$ cat src/mmioClient_settings.svh
// Bus and memory geometry, register offsets, identification and reset values
`ifndef MMIO_CLIENT_SETTINGS_SVH
`define MMIO_CLIENT_SETTINGS_SVH

//----------------------------------------
// Geometry
//----------------------------------------
`define EMIF_AW     8     // PSoC address bus
`define EMIF_DW     8     // PSoC data bus
`define PAGE_AW     7     // Offset inside a 128-byte page
`define XMEM_BYTES  2048  // Exchange memory size
`define XMEM_WW     32    // Fabric word
`define XMEM_WAW    9     // Fabric word address

// Identification and build stamp (flash/super build)
`define EMIF_ID      8'h3D
`define EMIF_VER     8'h01
`define EMIF_REV     8'h00
`define CFG_RSVD_VAL 8'h33
`define TOP_ID       8'h01
`define TOP_YEAR     8'hFF  // Stamped at build time
`define TOP_MONTH    8'hFF
`define TOP_DAY      8'hFF

//----------------------------------------
// Register offsets in the lower page
//----------------------------------------
`define CFG_EMIF_ID   7'h00
`define CFG_EMIF_VER  7'h01
`define CFG_EMIF_REV  7'h02
`define CFG_RSVD      7'h03
`define CFG_TOP_ID    7'h04
`define CFG_TOP_YEAR  7'h05
`define CFG_TOP_MONTH 7'h06
`define CFG_TOP_DAY   7'h07
`define PHY_STAT      7'h10   // Status inputs, read only
`define PHY_ETH0      7'h11   // Three tuning bytes
`define LY2_MAC       7'h22   // Six bytes
`define LY3_IP        7'h34
`define LY3_SNM       7'h38
`define LY3_GTW       7'h3C
`define DIAG_SCRATCH  7'h70
`define DIAG_CTRL_1   7'h74   // Loopback controls
`define DIAG_CTRL_2   7'h76   // Role test controls
`define PAGE_SEL      7'h7F

// Reset values with the lowest address in the low byte
`define PHY_ETH0_DEF     24'h05_05_41
`define LY2_MAC_DEF      48'h0
`define LY3_IP_DEF       32'h0
`define LY3_SNM_DEF      32'h0000_FFFF  // 255.255.0.0
`define LY3_GTW_DEF      32'h0100_020A  // 10.2.0.1
`define DIAG_SCRATCH_DEF 32'hEFBE_ADDE
`define DIAG_CTRL_1_DEF  8'h00
`define DIAG_CTRL_2_DEF  8'h00
`define PAGE_SEL_DEF     8'h00

`endif

$ cat src/emifBusPkg.sv
// PSoC bus types: address, data byte, page offset and page number
`include "mmioClient_settings.svh"
`default_nettype none

package emifBusPkg;

  typedef logic [`EMIF_AW-1:0] emifAddrT;   // Full bus address
  typedef logic [`EMIF_DW-1:0] emifDataT;   // One bus byte
  typedef logic [`PAGE_AW-1:0] regOffsetT;  // Offset inside a page

  // Low bits of PAGE_SEL, 16 pages of 128 bytes
  typedef logic [$clog2(`XMEM_BYTES)-`PAGE_AW-1:0] pageNumT;

endpackage

`default_nettype wire

$ cat src/emifDecoder.sv
// PSoC bus decoder: register/memory enables and read data steering
`timescale 1ns/1ps
`default_nettype none

module emifDecoder (
  input  wire logic                 shlClk,
  input  wire logic                 arstN,
  input  wire logic                 emifCsN,
  input  wire emifBusPkg::emifAddrT emifAddr,
  output logic                      regEn,
  output logic                      memEn,
  input  wire emifBusPkg::emifDataT regRdData,
  input  wire emifBusPkg::emifDataT memRdData,
  output emifBusPkg::emifDataT      emifRdData
);

  localparam int cWinBit = $bits(emifBusPkg::emifAddrT) - 1;  // Upper half is the window

  logic selMem;  // Target of the last access

  //----------------------------------------
  // Target select
  //----------------------------------------
  assign regEn = !emifCsN && !emifAddr[cWinBit];  // Lower 128 bytes
  assign memEn = !emifCsN && emifAddr[cWinBit];   // Paged memory window

  // Targets return data one cycle after the access
  always_ff @(posedge shlClk or negedge arstN)
  begin
    if (!arstN)
      selMem <= 1'b0;                  // Register path reads 0x00 after reset
    else if (!emifCsN)
      selMem <= emifAddr[cWinBit];
  end

  assign emifRdData = selMem ? memRdData : regRdData;

endmodule

`default_nettype wire

$ cat config.mk
export PLATFORM = sky130hd
export DESIGN_NAME = emifDecoder
export DESIGN_NICKNAME = d
export VERILOG_FILES = /design/src/emifBusPkg.sv /design/src/emifDecoder.sv
export VERILOG_INCLUDE_DIRS = /design/src
export SDC_FILE = /design/constraint.sdc
export NUM_CORES = 1
export LEC_CHECK = 0
export ABC_AREA = 0
export BUFFER_PORTS_ARGS = -buffer_cell sky130_fd_sc_hd__buf_2
export CAP_MARGIN = 20
export CORE_AREA = 2 2 39 41
export DETAILED_ROUTE_END_ITERATION = 12
export DIE_AREA = 0 0 41 43
export HOLD_SLACK_MARGIN = 0.15
export PLACE_DENSITY = 0.48
export RECOVER_POWER = 100
export SLEW_MARGIN = 40
export SYNTH_ARGS = -nofsm -noshare
export SYNTH_HDL_FRONTEND = slang
export SYNTH_SLANG_ARGS = --single-unit
export TNS_END_PERCENT = 100
$ cat constraint.sdc
create_clock -name shlClk -period 1.1 [get_ports shlClk]
set_clock_uncertainty 0.1 [all_clocks]
set_input_delay 0.055 -clock shlClk [delete_from_list [all_inputs] [get_ports shlClk]]
set_output_delay 0.055 -clock shlClk [all_outputs]
set_load 0.05 [all_outputs]
==> qor.yml <==
yosys:
  yosys_warnings: 0
  avgSynthCellArea_sq_um: 13.7
  synthArstFlopShare_pct: 100
  synthFlopType: "dfrtp_1"
  synth_area_sq_um: 178
  synth_area_leaders: "mux2_4 (68%), dfrtp_1 (14%), buf_6 (6.3%)"
  yosysTopAreaCell: "mux2_4"
  synth_edf_count: 0
  syn-instance-count: 13
  seq_area_frac_synth_pct: 14.1
  yosysUniqueCellTypes: 6
  yosysTopAreaCellShare_pct: 67.6
  synthMostInstantiatedCell: "mux2_4"
  synth-seq-cells: 1
  syn_nets: 40
timing:
  max_slew_margin_pct: 59.9
  timing.final.hold_violations: 0
  rsz0062_at_grt: "yes"
  min_period_ps: 1160
  finalSetupViolCount: 8
  drv_slew: 0
  period_share_pct: 106
  layout_setup_ws_ps: -62.2
  tightest_slew_ps: 603
  clock.fmax_mhz: 860
die:
  io_pins: 37
  initial_core_util_pct: 12.8
  rows: 14
  core_sq_um: 1380
  die_area_sq_um: 1760
  dieWidth_um: 41
  die_y_um: 43
placed_design:
  dp_slack_ps: -232
  dpl.hpwl_um: 679
  dp_cells: 57
  port_buffers: 29
  place_congestion: 0.732
global_routing:
  grt_pass1_vias: 213
  grt_pass1_wl_um: 986
  grt_use_total_pct: 8.11
  grt_max_degree: 6
  antenna_found_initial: 0
  grt-ovfl-total: 0
worst_hold_path:
  min_path_cells: 2
  hp-class: "primary input to register"
  min_from: "emifAddr[7]"
detailed_routing:
  vias_per_cell: 3.70
  ant_nets: 0
  first_pass_iters: 1
  wl_per_cell_um: 12.2
  num_vias: 222
  first_iter_violations: 0
  drt_wl_total_um: 729
  drc_errors: 0
critical_path:
  crit_start: "selMem"
  crit_type: "register to output pin"
  max_stage_delay_ps: 410
  timing.rr.start: "selMem"
  path_max_fanout: 5
  slowest_stage: "dfrtp_2"
  start_kind: "register"
  arrival_ps: 1010
  required_ps: 940
  cp-end-kind: "output pin"
  reg2reg_depth: 2
  crit_chain: "buf_12, mux2_4, buf_6"
power:
  p_leak_nw: 0.229
  power_w: 0.000395
  power_density_nw_per_um2: 922
  irDropWorstVdd_mv: 0.266
status:
  status: "finished, violations left"
  failed_checks: "negative setup slack"
final_layout:
  stdcell_count: 60
  largest-register: "selMem"
  layout-drive-gt1-share_pct: 86.4
  largest_register_ff_count: 1
  insertedDiodeCount: 0
  reg.largest.list: "selMem x1"
  areaGrowthSynthToFinish_pct: 141
  fin_nets: 73
clock_tree:
  clk_pin_slew_worst_paths_ps: 0
  clk_latency_ps: 0
flow_run:
  maxCapViolCount: 0
## repair_timing
action / in CTS / in global routing
setup endpoints to repair: 8 / 8
pin swaps: 0 / 0
gates resized for setup: 21 / 1
buffers inserted: 2 / 0
hold buffers: 1 / 0
endpoints found under the hold margin: 1 / 0
## final timing paths
path                                      end  slack, ps
worst min register to register         selMem        570
worst max-delay path            emifRdData[1]        -60
max in group asynchronous              selMem        520
worst min-delay path                   selMem        230
min in group asynchronous              selMem        260
worst max register to register         selMem         80
## cells by family after synthesis
group / after synthesis / share of synthesized area, %
flops: 1 / 14.1
mux: 9 / 73.9
simple gates: 2 / 5.63
buf+inv: 1 / 6.34
## worst max-delay path: cells and delay by family (launching register included)
| kind | cells | cell delay, ps |
|---|---|---|
| buffers and inverters | 2 | 290 |
| DFF | 1 | 410 |
| muxes | 1 | 300 |
## stage by stage
stage	setup TNS (ps)	hold WS (ps)	instance area [sq um]	util [%]
CTS	-423	231	428	30.9
finish	-436	233	428	30.9
global route	-530	244	428	30.9
global placement	-1620	-266	332	24.0
detailed placement	-1810	-265	332	24.0
floorplan	0	-341	178	-
## where the power goes
group	switching [W]	internal [W]
registers	0.00000457	0.0000419
clock network	0	0
logic	0.000185	0.000163
## layout make-up
type                       instances  area (sq um)
fill                             148           956
timing repair buffer              32           240
multi-input combinational         11           141
sequential                         1          26.3
tap                               16          20.0
## per-layer routing
metal | wire, um | track usage (%)
met5 | 0 | 0
met4 | 0 | 0
met3 | 165 | 4.71
met2 | 188 | 8.13
met1 | 376 | 14.6
## cells in the final DEF (no fill, tap or decap)
master          n
buf_2          18
mux2_4          8
buf_6           7
clkbuf_1        3
buf_8           2
nor2_1          1
nor2b_1         1
mux2_2          1
dlygate4sd3_1   1
buf_12          1
dfrtp_2         1
(Power assumes the default switching activity.)
