===== src/mmioClient_settings.svh =====
// Bus and memory geometry, register offsets, identification and reset values
`ifndef MMIO_CLIENT_SETTINGS_SVH
`define MMIO_CLIENT_SETTINGS_SVH

//----------------------------------------
// Geometry
//----------------------------------------
`define EMIF_AW     8     // PSoC address bus
`define EMIF_DW     8     // PSoC data bus
`define PAGE_AW     7     // Offset inside a 128-byte page
`define XMEM_BYTES  2048  // Exchange memory size
`define XMEM_WW     32    // Fabric word
`define XMEM_WAW    9     // Fabric word address

// Identification and build stamp (flash/super build)
`define EMIF_ID      8'h3D
`define EMIF_VER     8'h01
`define EMIF_REV     8'h00
`define CFG_RSVD_VAL 8'h33
`define TOP_ID       8'h01
`define TOP_YEAR     8'hFF  // Stamped at build time
`define TOP_MONTH    8'hFF
`define TOP_DAY      8'hFF

//----------------------------------------
// Register offsets in the lower page
//----------------------------------------
`define CFG_EMIF_ID   7'h00
`define CFG_EMIF_VER  7'h01
`define CFG_EMIF_REV  7'h02
`define CFG_RSVD      7'h03
`define CFG_TOP_ID    7'h04
`define CFG_TOP_YEAR  7'h05
`define CFG_TOP_MONTH 7'h06
`define CFG_TOP_DAY   7'h07
`define PHY_STAT      7'h10   // Status inputs, read only
`define PHY_ETH0      7'h11   // Three tuning bytes
`define LY2_MAC       7'h22   // Six bytes
`define LY3_IP        7'h34
`define LY3_SNM       7'h38
`define LY3_GTW       7'h3C
`define DIAG_SCRATCH  7'h70
`define DIAG_CTRL_1   7'h74   // Loopback controls
`define DIAG_CTRL_2   7'h76   // Role test controls
`define PAGE_SEL      7'h7F

// Reset values with the lowest address in the low byte
`define PHY_ETH0_DEF     24'h05_05_41
`define LY2_MAC_DEF      48'h0
`define LY3_IP_DEF       32'h0
`define LY3_SNM_DEF      32'h0000_FFFF  // 255.255.0.0
`define LY3_GTW_DEF      32'h0100_020A  // 10.2.0.1
`define DIAG_SCRATCH_DEF 32'hEFBE_ADDE
`define DIAG_CTRL_1_DEF  8'h00
`define DIAG_CTRL_2_DEF  8'h00
`define PAGE_SEL_DEF     8'h00

`endif


===== src/emifBusPkg.sv =====
// PSoC bus types: address, data byte, page offset and page number
`include "mmioClient_settings.svh"
`default_nettype none

package emifBusPkg;

  typedef logic [`EMIF_AW-1:0] emifAddrT;   // Full bus address
  typedef logic [`EMIF_DW-1:0] emifDataT;   // One bus byte
  typedef logic [`PAGE_AW-1:0] regOffsetT;  // Offset inside a page

  // Low bits of PAGE_SEL, 16 pages of 128 bytes
  typedef logic [$clog2(`XMEM_BYTES)-`PAGE_AW-1:0] pageNumT;

endpackage

`default_nettype wire


===== src/shellCtrlPkg.sv =====
// Shell-facing field types and the exchange-memory word union
`include "mmioClient_settings.svh"
`default_nettype none

package shellCtrlPkg;

  //----------------------------------------
  // Network stack settings
  //----------------------------------------
  typedef logic [47:0] macAddrT;
  typedef logic [31:0] ipv4AddrT;   // IP, subnet mask and gateway

  // Transceiver tuning
  typedef logic [3:0] txSwingT;
  typedef logic [4:0] txCursorT;    // Pre and post cursor

  typedef logic [1:0] echoCtrlT;    // Role echo mode

  //----------------------------------------
  // Exchange memory word
  //----------------------------------------
  typedef logic [`XMEM_WW-1:0] xmemWordT;

  // Fabric view and PSoC byte view of one stored word
  typedef union packed {
    xmemWordT word;
    emifBusPkg::emifDataT [`XMEM_WW/`EMIF_DW-1:0] lane;  // Lane 0 is bits 7:0
  } xmemWordU;

endpackage

`default_nettype wire


===== src/mmioRegFile.sv =====
// Register map: identification, status, tuning, network, diagnostic and page registers
`include "mmioClient_settings.svh"
`timescale 1ns/1ps
`default_nettype none

module mmioRegFile (
  input  wire logic                  shlClk,
  input  wire logic                  arstN,
  input  wire logic                  regEn,
  input  wire logic                  emifWeN,
  input  wire emifBusPkg::regOffsetT regOffset,
  input  wire emifBusPkg::emifDataT  wrData,
  output emifBusPkg::emifDataT       regRdData,
  output emifBusPkg::pageNumT        pageNum,
  // Status
  input  wire logic                  mc0InitCalComplete,
  input  wire logic                  mc1InitCalComplete,
  input  wire logic                  eth0CoreReady,
  input  wire logic                  eth0QpllLock,
  // Transceiver
  output logic                       eth0RxEqualizerMode,
  output shellCtrlPkg::txSwingT      eth0TxDriverSwing,
  output shellCtrlPkg::txCursorT     eth0TxPreCursor,
  output shellCtrlPkg::txCursorT     eth0TxPostCursor,
  output logic                       eth0PcsLoopbackEn,
  output logic                       eth0MacLoopbackEn,
  output logic                       eth0MacAddrSwapEn,
  // Network stack
  output shellCtrlPkg::macAddrT      nts0MacAddress,
  output shellCtrlPkg::ipv4AddrT     nts0IpAddress,
  output shellCtrlPkg::ipv4AddrT     nts0SubNetMask,
  output shellCtrlPkg::ipv4AddrT     nts0GatewayAddr,
  // Role tests
  output shellCtrlPkg::echoCtrlT     roleUdpEchoCtrl,
  output shellCtrlPkg::echoCtrlT     roleTcpEchoCtrl,
  output logic                       roleUdpPostPktEn,
  output logic                       roleUdpCaptPktEn,
  output logic                       roleTcpPostPktEn,
  output logic                       roleTcpCaptPktEn
);

  //----------------------------------------
  // Storage slots of the read/write bytes
  //----------------------------------------
  localparam int cEthSlot  = 0;   // PHY_ETH0, 3 bytes
  localparam int cMacSlot  = 3;   // LY2_MAC, 6 bytes
  localparam int cIpSlot   = 9;
  localparam int cSnmSlot  = 13;
  localparam int cGtwSlot  = 17;
  localparam int cScrSlot  = 21;  // Scratch, no fabric output
  localparam int cCtl1Slot = 25;
  localparam int cCtl2Slot = 26;
  localparam int cPageSlot = 27;
  localparam int cRwBytes  = 28;
  localparam int cGroups   = 9;

  // Group base offsets and first slots, last entry closes the table
  localparam emifBusPkg::regOffsetT cBase [cGroups] = '{
    `PHY_ETH0, `LY2_MAC, `LY3_IP, `LY3_SNM, `LY3_GTW,
    `DIAG_SCRATCH, `DIAG_CTRL_1, `DIAG_CTRL_2, `PAGE_SEL
  };
  localparam int cFirst [cGroups+1] = '{
    cEthSlot, cMacSlot, cIpSlot, cSnmSlot, cGtwSlot,
    cScrSlot, cCtl1Slot, cCtl2Slot, cPageSlot, cRwBytes
  };

  localparam emifBusPkg::emifDataT [cRwBytes-1:0] cRwDef = {
    `PAGE_SEL_DEF, `DIAG_CTRL_2_DEF, `DIAG_CTRL_1_DEF, `DIAG_SCRATCH_DEF,
    `LY3_GTW_DEF, `LY3_SNM_DEF, `LY3_IP_DEF, `LY2_MAC_DEF, `PHY_ETH0_DEF
  };

  emifBusPkg::emifDataT [cRwBytes-1:0] rwReg;  // Implemented bytes only
  emifBusPkg::emifDataT                rdMux;
  logic [5:0]                          slot;   // {hit, index}

  // Offset to storage slot, bit 5 flags an implemented byte
  function automatic logic [5:0] slotOf(input emifBusPkg::regOffsetT off);
    logic [5:0] res;
    int         g;
    res = '0;
    for (g = 0; g < cGroups; g++)
    begin
      if (off >= cBase[g] && off < cBase[g] + cFirst[g+1] - cFirst[g])
        res = {1'b1, 5'(cFirst[g] + off - cBase[g])};
    end
    return res;
  endfunction

  assign slot = slotOf(regOffset);

  //----------------------------------------
  // Write path
  //----------------------------------------
  always_ff @(posedge shlClk or negedge arstN)
  begin
    if (!arstN)
      rwReg <= cRwDef;
    else if (regEn && !emifWeN && slot[5])   // RO and holes ignored
      rwReg[slot[4:0]] <= wrData;
  end

  //----------------------------------------
  // Read path
  //----------------------------------------
  always_comb
  begin
    rdMux = '0;  // Unimplemented reads as zero
    case (regOffset)
      `CFG_EMIF_ID:   rdMux = `EMIF_ID;
      `CFG_EMIF_VER:  rdMux = `EMIF_VER;
      `CFG_EMIF_REV:  rdMux = `EMIF_REV;
      `CFG_RSVD:      rdMux = `CFG_RSVD_VAL;
      `CFG_TOP_ID:    rdMux = `TOP_ID;
      `CFG_TOP_YEAR:  rdMux = `TOP_YEAR;
      `CFG_TOP_MONTH: rdMux = `TOP_MONTH;
      `CFG_TOP_DAY:   rdMux = `TOP_DAY;
      `PHY_STAT:      rdMux = {4'h0, eth0QpllLock, eth0CoreReady,
                               mc1InitCalComplete, mc0InitCalComplete};
      default:
      begin
        if (slot[5])
          rdMux = rwReg[slot[4:0]];
      end
    endcase
  end

  // Held until the next register read
  always_ff @(posedge shlClk or negedge arstN)
  begin
    if (!arstN)
      regRdData <= '0;
    else if (regEn && emifWeN)
      regRdData <= rdMux;  // Status sampled here
  end

  //----------------------------------------
  // Control fields
  //----------------------------------------
  assign eth0RxEqualizerMode = rwReg[cEthSlot][0];
  assign eth0TxDriverSwing   = rwReg[cEthSlot][7:4];
  assign eth0TxPreCursor     = rwReg[cEthSlot+1][4:0];
  assign eth0TxPostCursor    = rwReg[cEthSlot+2][4:0];

  // Lowest address lands in the low byte
  assign nts0MacAddress  = rwReg[cMacSlot+5:cMacSlot];
  assign nts0IpAddress   = rwReg[cIpSlot+3:cIpSlot];
  assign nts0SubNetMask  = rwReg[cSnmSlot+3:cSnmSlot];
  assign nts0GatewayAddr = rwReg[cGtwSlot+3:cGtwSlot];

  assign eth0PcsLoopbackEn = rwReg[cCtl1Slot][0];
  assign eth0MacLoopbackEn = rwReg[cCtl1Slot][1];
  assign eth0MacAddrSwapEn = rwReg[cCtl1Slot][2];

  assign roleUdpEchoCtrl  = rwReg[cCtl2Slot][1:0];
  assign roleUdpPostPktEn = rwReg[cCtl2Slot][2];
  assign roleUdpCaptPktEn = rwReg[cCtl2Slot][3];
  assign roleTcpEchoCtrl  = rwReg[cCtl2Slot][5:4];
  assign roleTcpPostPktEn = rwReg[cCtl2Slot][6];
  assign roleTcpCaptPktEn = rwReg[cCtl2Slot][7];

  assign pageNum = rwReg[cPageSlot][$bits(emifBusPkg::pageNumT)-1:0];  // Upper bits unused

endmodule

`default_nettype wire


===== config.mk =====
export PLATFORM = sky130hd
export DESIGN_NAME = mmioRegFile
export DESIGN_NICKNAME = d
export VERILOG_FILES = /design/src/emifBusPkg.sv /design/src/shellCtrlPkg.sv /design/src/mmioRegFile.sv
export VERILOG_INCLUDE_DIRS = /design/src
export SDC_FILE = /design/constraint.sdc
export NUM_CORES = 1
export LEC_CHECK = 0
export ABC_AREA = 0
export BUFFER_PORTS_ARGS = -buffer_cell sky130_fd_sc_hd__buf_4
export CAP_MARGIN = 20
export CORE_ASPECT_RATIO = 0.9
export CORE_UTILIZATION = 52
export DETAILED_ROUTE_END_ITERATION = 8
export PLACE_DENSITY = 0.85
export RECOVER_POWER = 25
export SETUP_SLACK_MARGIN = 0.4
export SLEW_MARGIN = 15
export SYNTH_ARGS = -nofsm -noshare
export SYNTH_HDL_FRONTEND = slang
export SYNTH_SLANG_ARGS = --single-unit

===== constraint.sdc =====
create_clock -name shlClk -period 1.6 [get_ports shlClk]
set_input_delay 0 -clock shlClk [delete_from_list [all_inputs] [get_ports shlClk]]
set_output_delay 0 -clock shlClk [all_outputs]
set_load 0.005 [all_outputs]

==> summary.md <==
| Metric | Value |
|---|---|
| Final hold violation count | 0 |
| Fin. max-slew vios | 56 |
| Critical path class | in2reg |
| Fmax | slightly below 400 MHz |
| Top_reg_cell synth | dfrtp_1 |
| Synth unique cells | 75 |
| Nets | about 1600 |
| Synth-to-Final Area Change | 49.40% |
| Crit path top cell by count | buf_4 |
| Worst path required time | ~2 ns |
| Drc violations | 0 |
| Clock insertion delay at the later pin of the skew report | approximately 0.56 ns |
| Starting Density | 0.5322 |
| Total track usage | 0.3588 |
| Arrival @ worst endpoint | between 3 and 4 ns |
| Most frequent cells in the layout | buf_4 (371), dfrtp_1 (182), mux2_4 (145) |
| Seq/Total Area, Yosys | 0.4366 |
| Vias in the first global route | 11630 |
| Design Area, Final | ~20000 µm² |
| Hold path depth | 4 |
| Largest net degree at the start of global routing | between 50 and 60 |
| Levels on crit path | 15 |
| Final Util | 0.7951 |
| Iteration-0 DRC Markers | 1458 |
| Final worst setup slack | -1.002 ns |
| Share of cells above drive strength 1 | 0.6403 |
| Vias post-DR | 12810 |
| Port Buf Inserts | approximately 200 |
| Initial antenna violation count | 0 |
| Synthesized area per cell | between 10 and 15 µm² |
| Ant. Diodes | 0 |
| Worst VDD drop | 0.7060 mV |
| Crit share post-route | 1.626 |
| Ports | approximately 210 |
| Slew headroom | -0.2042 |
| Crit-path cells | buf_12 -> inv_6 -> ha_4 -> and4bb_2 -> o211ai_4 -> o211ai_1 -> buf_4 -> a21oi_4 -> buf_6 -> buf_4 -> nand2_1 -> a22oi_1 -> nor2_1 -> o31a_1 -> a211oi_2 |
| Final setup viols | roughly 250 |
| Max Cap Violations | 1 |
| FFs w/ async S/R, synth | 1.000 |
| Crit path max-delay family | compound AO/OA/AOI/OAI gates |
| Post-detailed-routing wire length | approximately 58000 µm |
| CTS Buffer Depth | 3 |
| H-tree depth | 1 |
| WP buf/inv | 5 |
| Hold Path Class | in2reg |
| Power, Total | ~18 mW |
| Root Buffer | clkbuf_16 |
| Worst-Margin Slew | 1.806 ns |
| Overflow after GRT | 0 |
| CP Max Fanout | 7 |
| DP Area | around 16000 µm² |
| Gpl congestion | 0.9437 |
| Critical path's largest stage delay | slightly above 0.6 ns |
| DR vias/cell | ~6.6 |
| EDFF count, synth | 0 |
| Die Footprint | 26500 µm² |
| Cell Rows | 55 |
| Die width | 171.5 µm |
| CORE AREA | around 25000 µm² |
| Synthesized Nets | 1293 |
| Routed Antenna Nets | 0 |
| Die Y | 154.5 µm |
| Drt pass-1 iters | 6 |
| Slowest cell on the critical path | a22oi_1 |
| Tmin final | about 2.6 ns |
| Routed len/inst | roughly 30 µm |
| Yosys warns | 0 |
| Worst r2r path cells | 7 |
| RSZ-0062 raised after global routing | yes |
| Pwr dens | around 920 nW/µm² |
| #FFs+latches synth | about 230 |
| Startpoint types | primary input |
| First-pass GRT wire length | 71380 µm |
| Syn Inst Count | between 1000 and 1500 |
| Commonest non-fill, non-tap cell in the layout | buf_4 |
| Violated checks | max-capacitance violations, max-slew violations, negative setup slack |
| Crit. End Element | flop |
| CTS tree | yes |
| Clk sinks | 232 |
| Leakage power total | 9.219 nW |
| Reg clk slew, reported paths | about 0.070 ns |
| Cell Area, Synth | about 13000 µm² |
| Pre-CTS setup slack | -1.509 ns |
| Post-route clock skew | 0.02094 ns |
| Inserted Clock Buffers | 25 |
| Setup_tns | -127.08 ns |
| Status | finished, violations left |
| DPL Wire Length | ~32000 µm |
| Layout fillers | approximately 1300 |
==> sequential cells by signal, summed over array words and instances, names as in the netlist <==
signal / flops
eth0MacAddrSwapEn: 1
eth0MacLoopbackEn: 1
eth0PcsLoopbackEn: 1
eth0RxEqualizerMode: 1
eth0TxDriverSwing: 4
eth0TxPostCursor: 5
eth0TxPreCursor: 5
nts0GatewayAddr: 32
nts0IpAddress: 32
nts0MacAddress: 48
nts0SubNetMask: 32
pageNum: 4
regRdData: 8
roleTcpCaptPktEn: 1
roleTcpEchoCtrl: 2
roleTcpPostPktEn: 1
roleUdpCaptPktEn: 1
roleUdpEchoCtrl: 2
roleUdpPostPktEn: 1
rwReg: 50
==> routing by layer <==
layer	routed length, µm	part of all wire	track usage
met1	20450	0.35	0.4774
met2	25920	0.45	0.5446
met3	6833	0.12	0.09314
met4	5020	0.086	0.1705
met5	0	0	0
==> Yosys cell counts (4+ instances only) <==
cell type	count	area (µm²)
a21oi_1	57	285.3
a221o_1	4	40.04
a221oi_1	11	96.34
a22oi_1	5	37.54
a31oi_1	13	81.33
and2_1	15	93.84
and3_1	12	75.07
buf_1	11	41.29
buf_2	29	145.1
buf_4	170	1276
buf_6	5	56.30
clkbuf_1	28	105.1
dfrtp_1	182	4554
dfstp_2	50	1314
ha_1	10	125.1
inv_1	8	30.03
mux2_1	9	101.4
mux2_2	219	2466
mux2i_1	42	420.4
nand2_1	159	596.8
nand2_2	13	81.33
nand3_1	41	205.2
nor2_1	22	82.58
nor2_2	9	56.30
nor2_4	10	112.6
nor3_1	14	70.07
nor4_1	4	25.02
o2111ai_1	5	43.79
o211ai_1	8	60.06
o21a_1	4	30.03
o21ai_0	22	110.1
==> worst paths after layout <==
check	slack [ns]	endpoint	start
setup / recovery	-1.00	regRdData[7]	regOffset[2]
hold / removal	0.14	regRdData[1]	regEn
setup reg to reg	-0.53	regRdData[5]	nts0MacAddress[5]
hold reg to reg	0.52	rwReg[204]	rwReg[204]
max in group asynchronous	-0.05	rwReg[171]	arstN
min in group asynchronous	0.45	regRdData[1]	arstN
==> kinds of logic after synthesis <==
logic type	count (synthesis)	share of synthesized area
and+or+nand+nor	316	0.1147
muxes	270	0.2223
buffers and inverters	251	0.1231
DFF	232	0.4366
AOI/OAI and AO/OA	179	0.09281
adders and majority gates	10	0.009308
xor gates and xnor gates	2	0.001303
==> cell type report <==
| type | instances | area [µm²] | area share |
|---|---|---|---|
| clock buffer | 32 | 681.9 | 0.03396 |
| clock inverter | 14 | 200.2 | 0.009969 |
| timing repair buffer | 530 | 5150 | 0.2564 |
| sequential | 232 | 5868 | 0.2922 |
| tap | 342 | 427.9 | 0.02131 |
| inverter | 8 | 47.55 | 0.002368 |
| multi-input combinational | 777 | 7706 | 0.3837 |
==> worst min-delay path: stages <==
cell,delay [ns]
buf_4,0.11
and2_1,0.20
buf_4,0.20
o22a_1,0.14
==> power breakdown <==
part	switching [mW]	total, mW	internal, mW	leakage (nW)
Sequential	0.558	6.97	6.41	3.00
Clock	2.69	6.40	3.71	0.431
Combinational	2.44	5.10	2.66	5.79
Total	5.70	18.5	12.8	9.22
==> timing repair <==
item | in CTS | in global routing
hold endpoints to repair | 262 | 0
gates cloned | 2 | 6
hold buffers | 12 | 0
resized for setup | 159 | 278
setup endpoints to repair | 263 | 276
buffers inserted | 40 | 60
pin swaps | 49 | 68
==> metrics by stage <==
step	hold WS [ns]	cells
2_1_floorplan	-0.2956	1260
3_3_place_gp	-0.02354	1769
3_5_place_dp	-0.01661	1769
4_1_cts	0.01140	1869
5_1_grt	0.1404	1935
6_report	0.1411	1935
No activity file was read; power rests on OpenSTA's default activity.
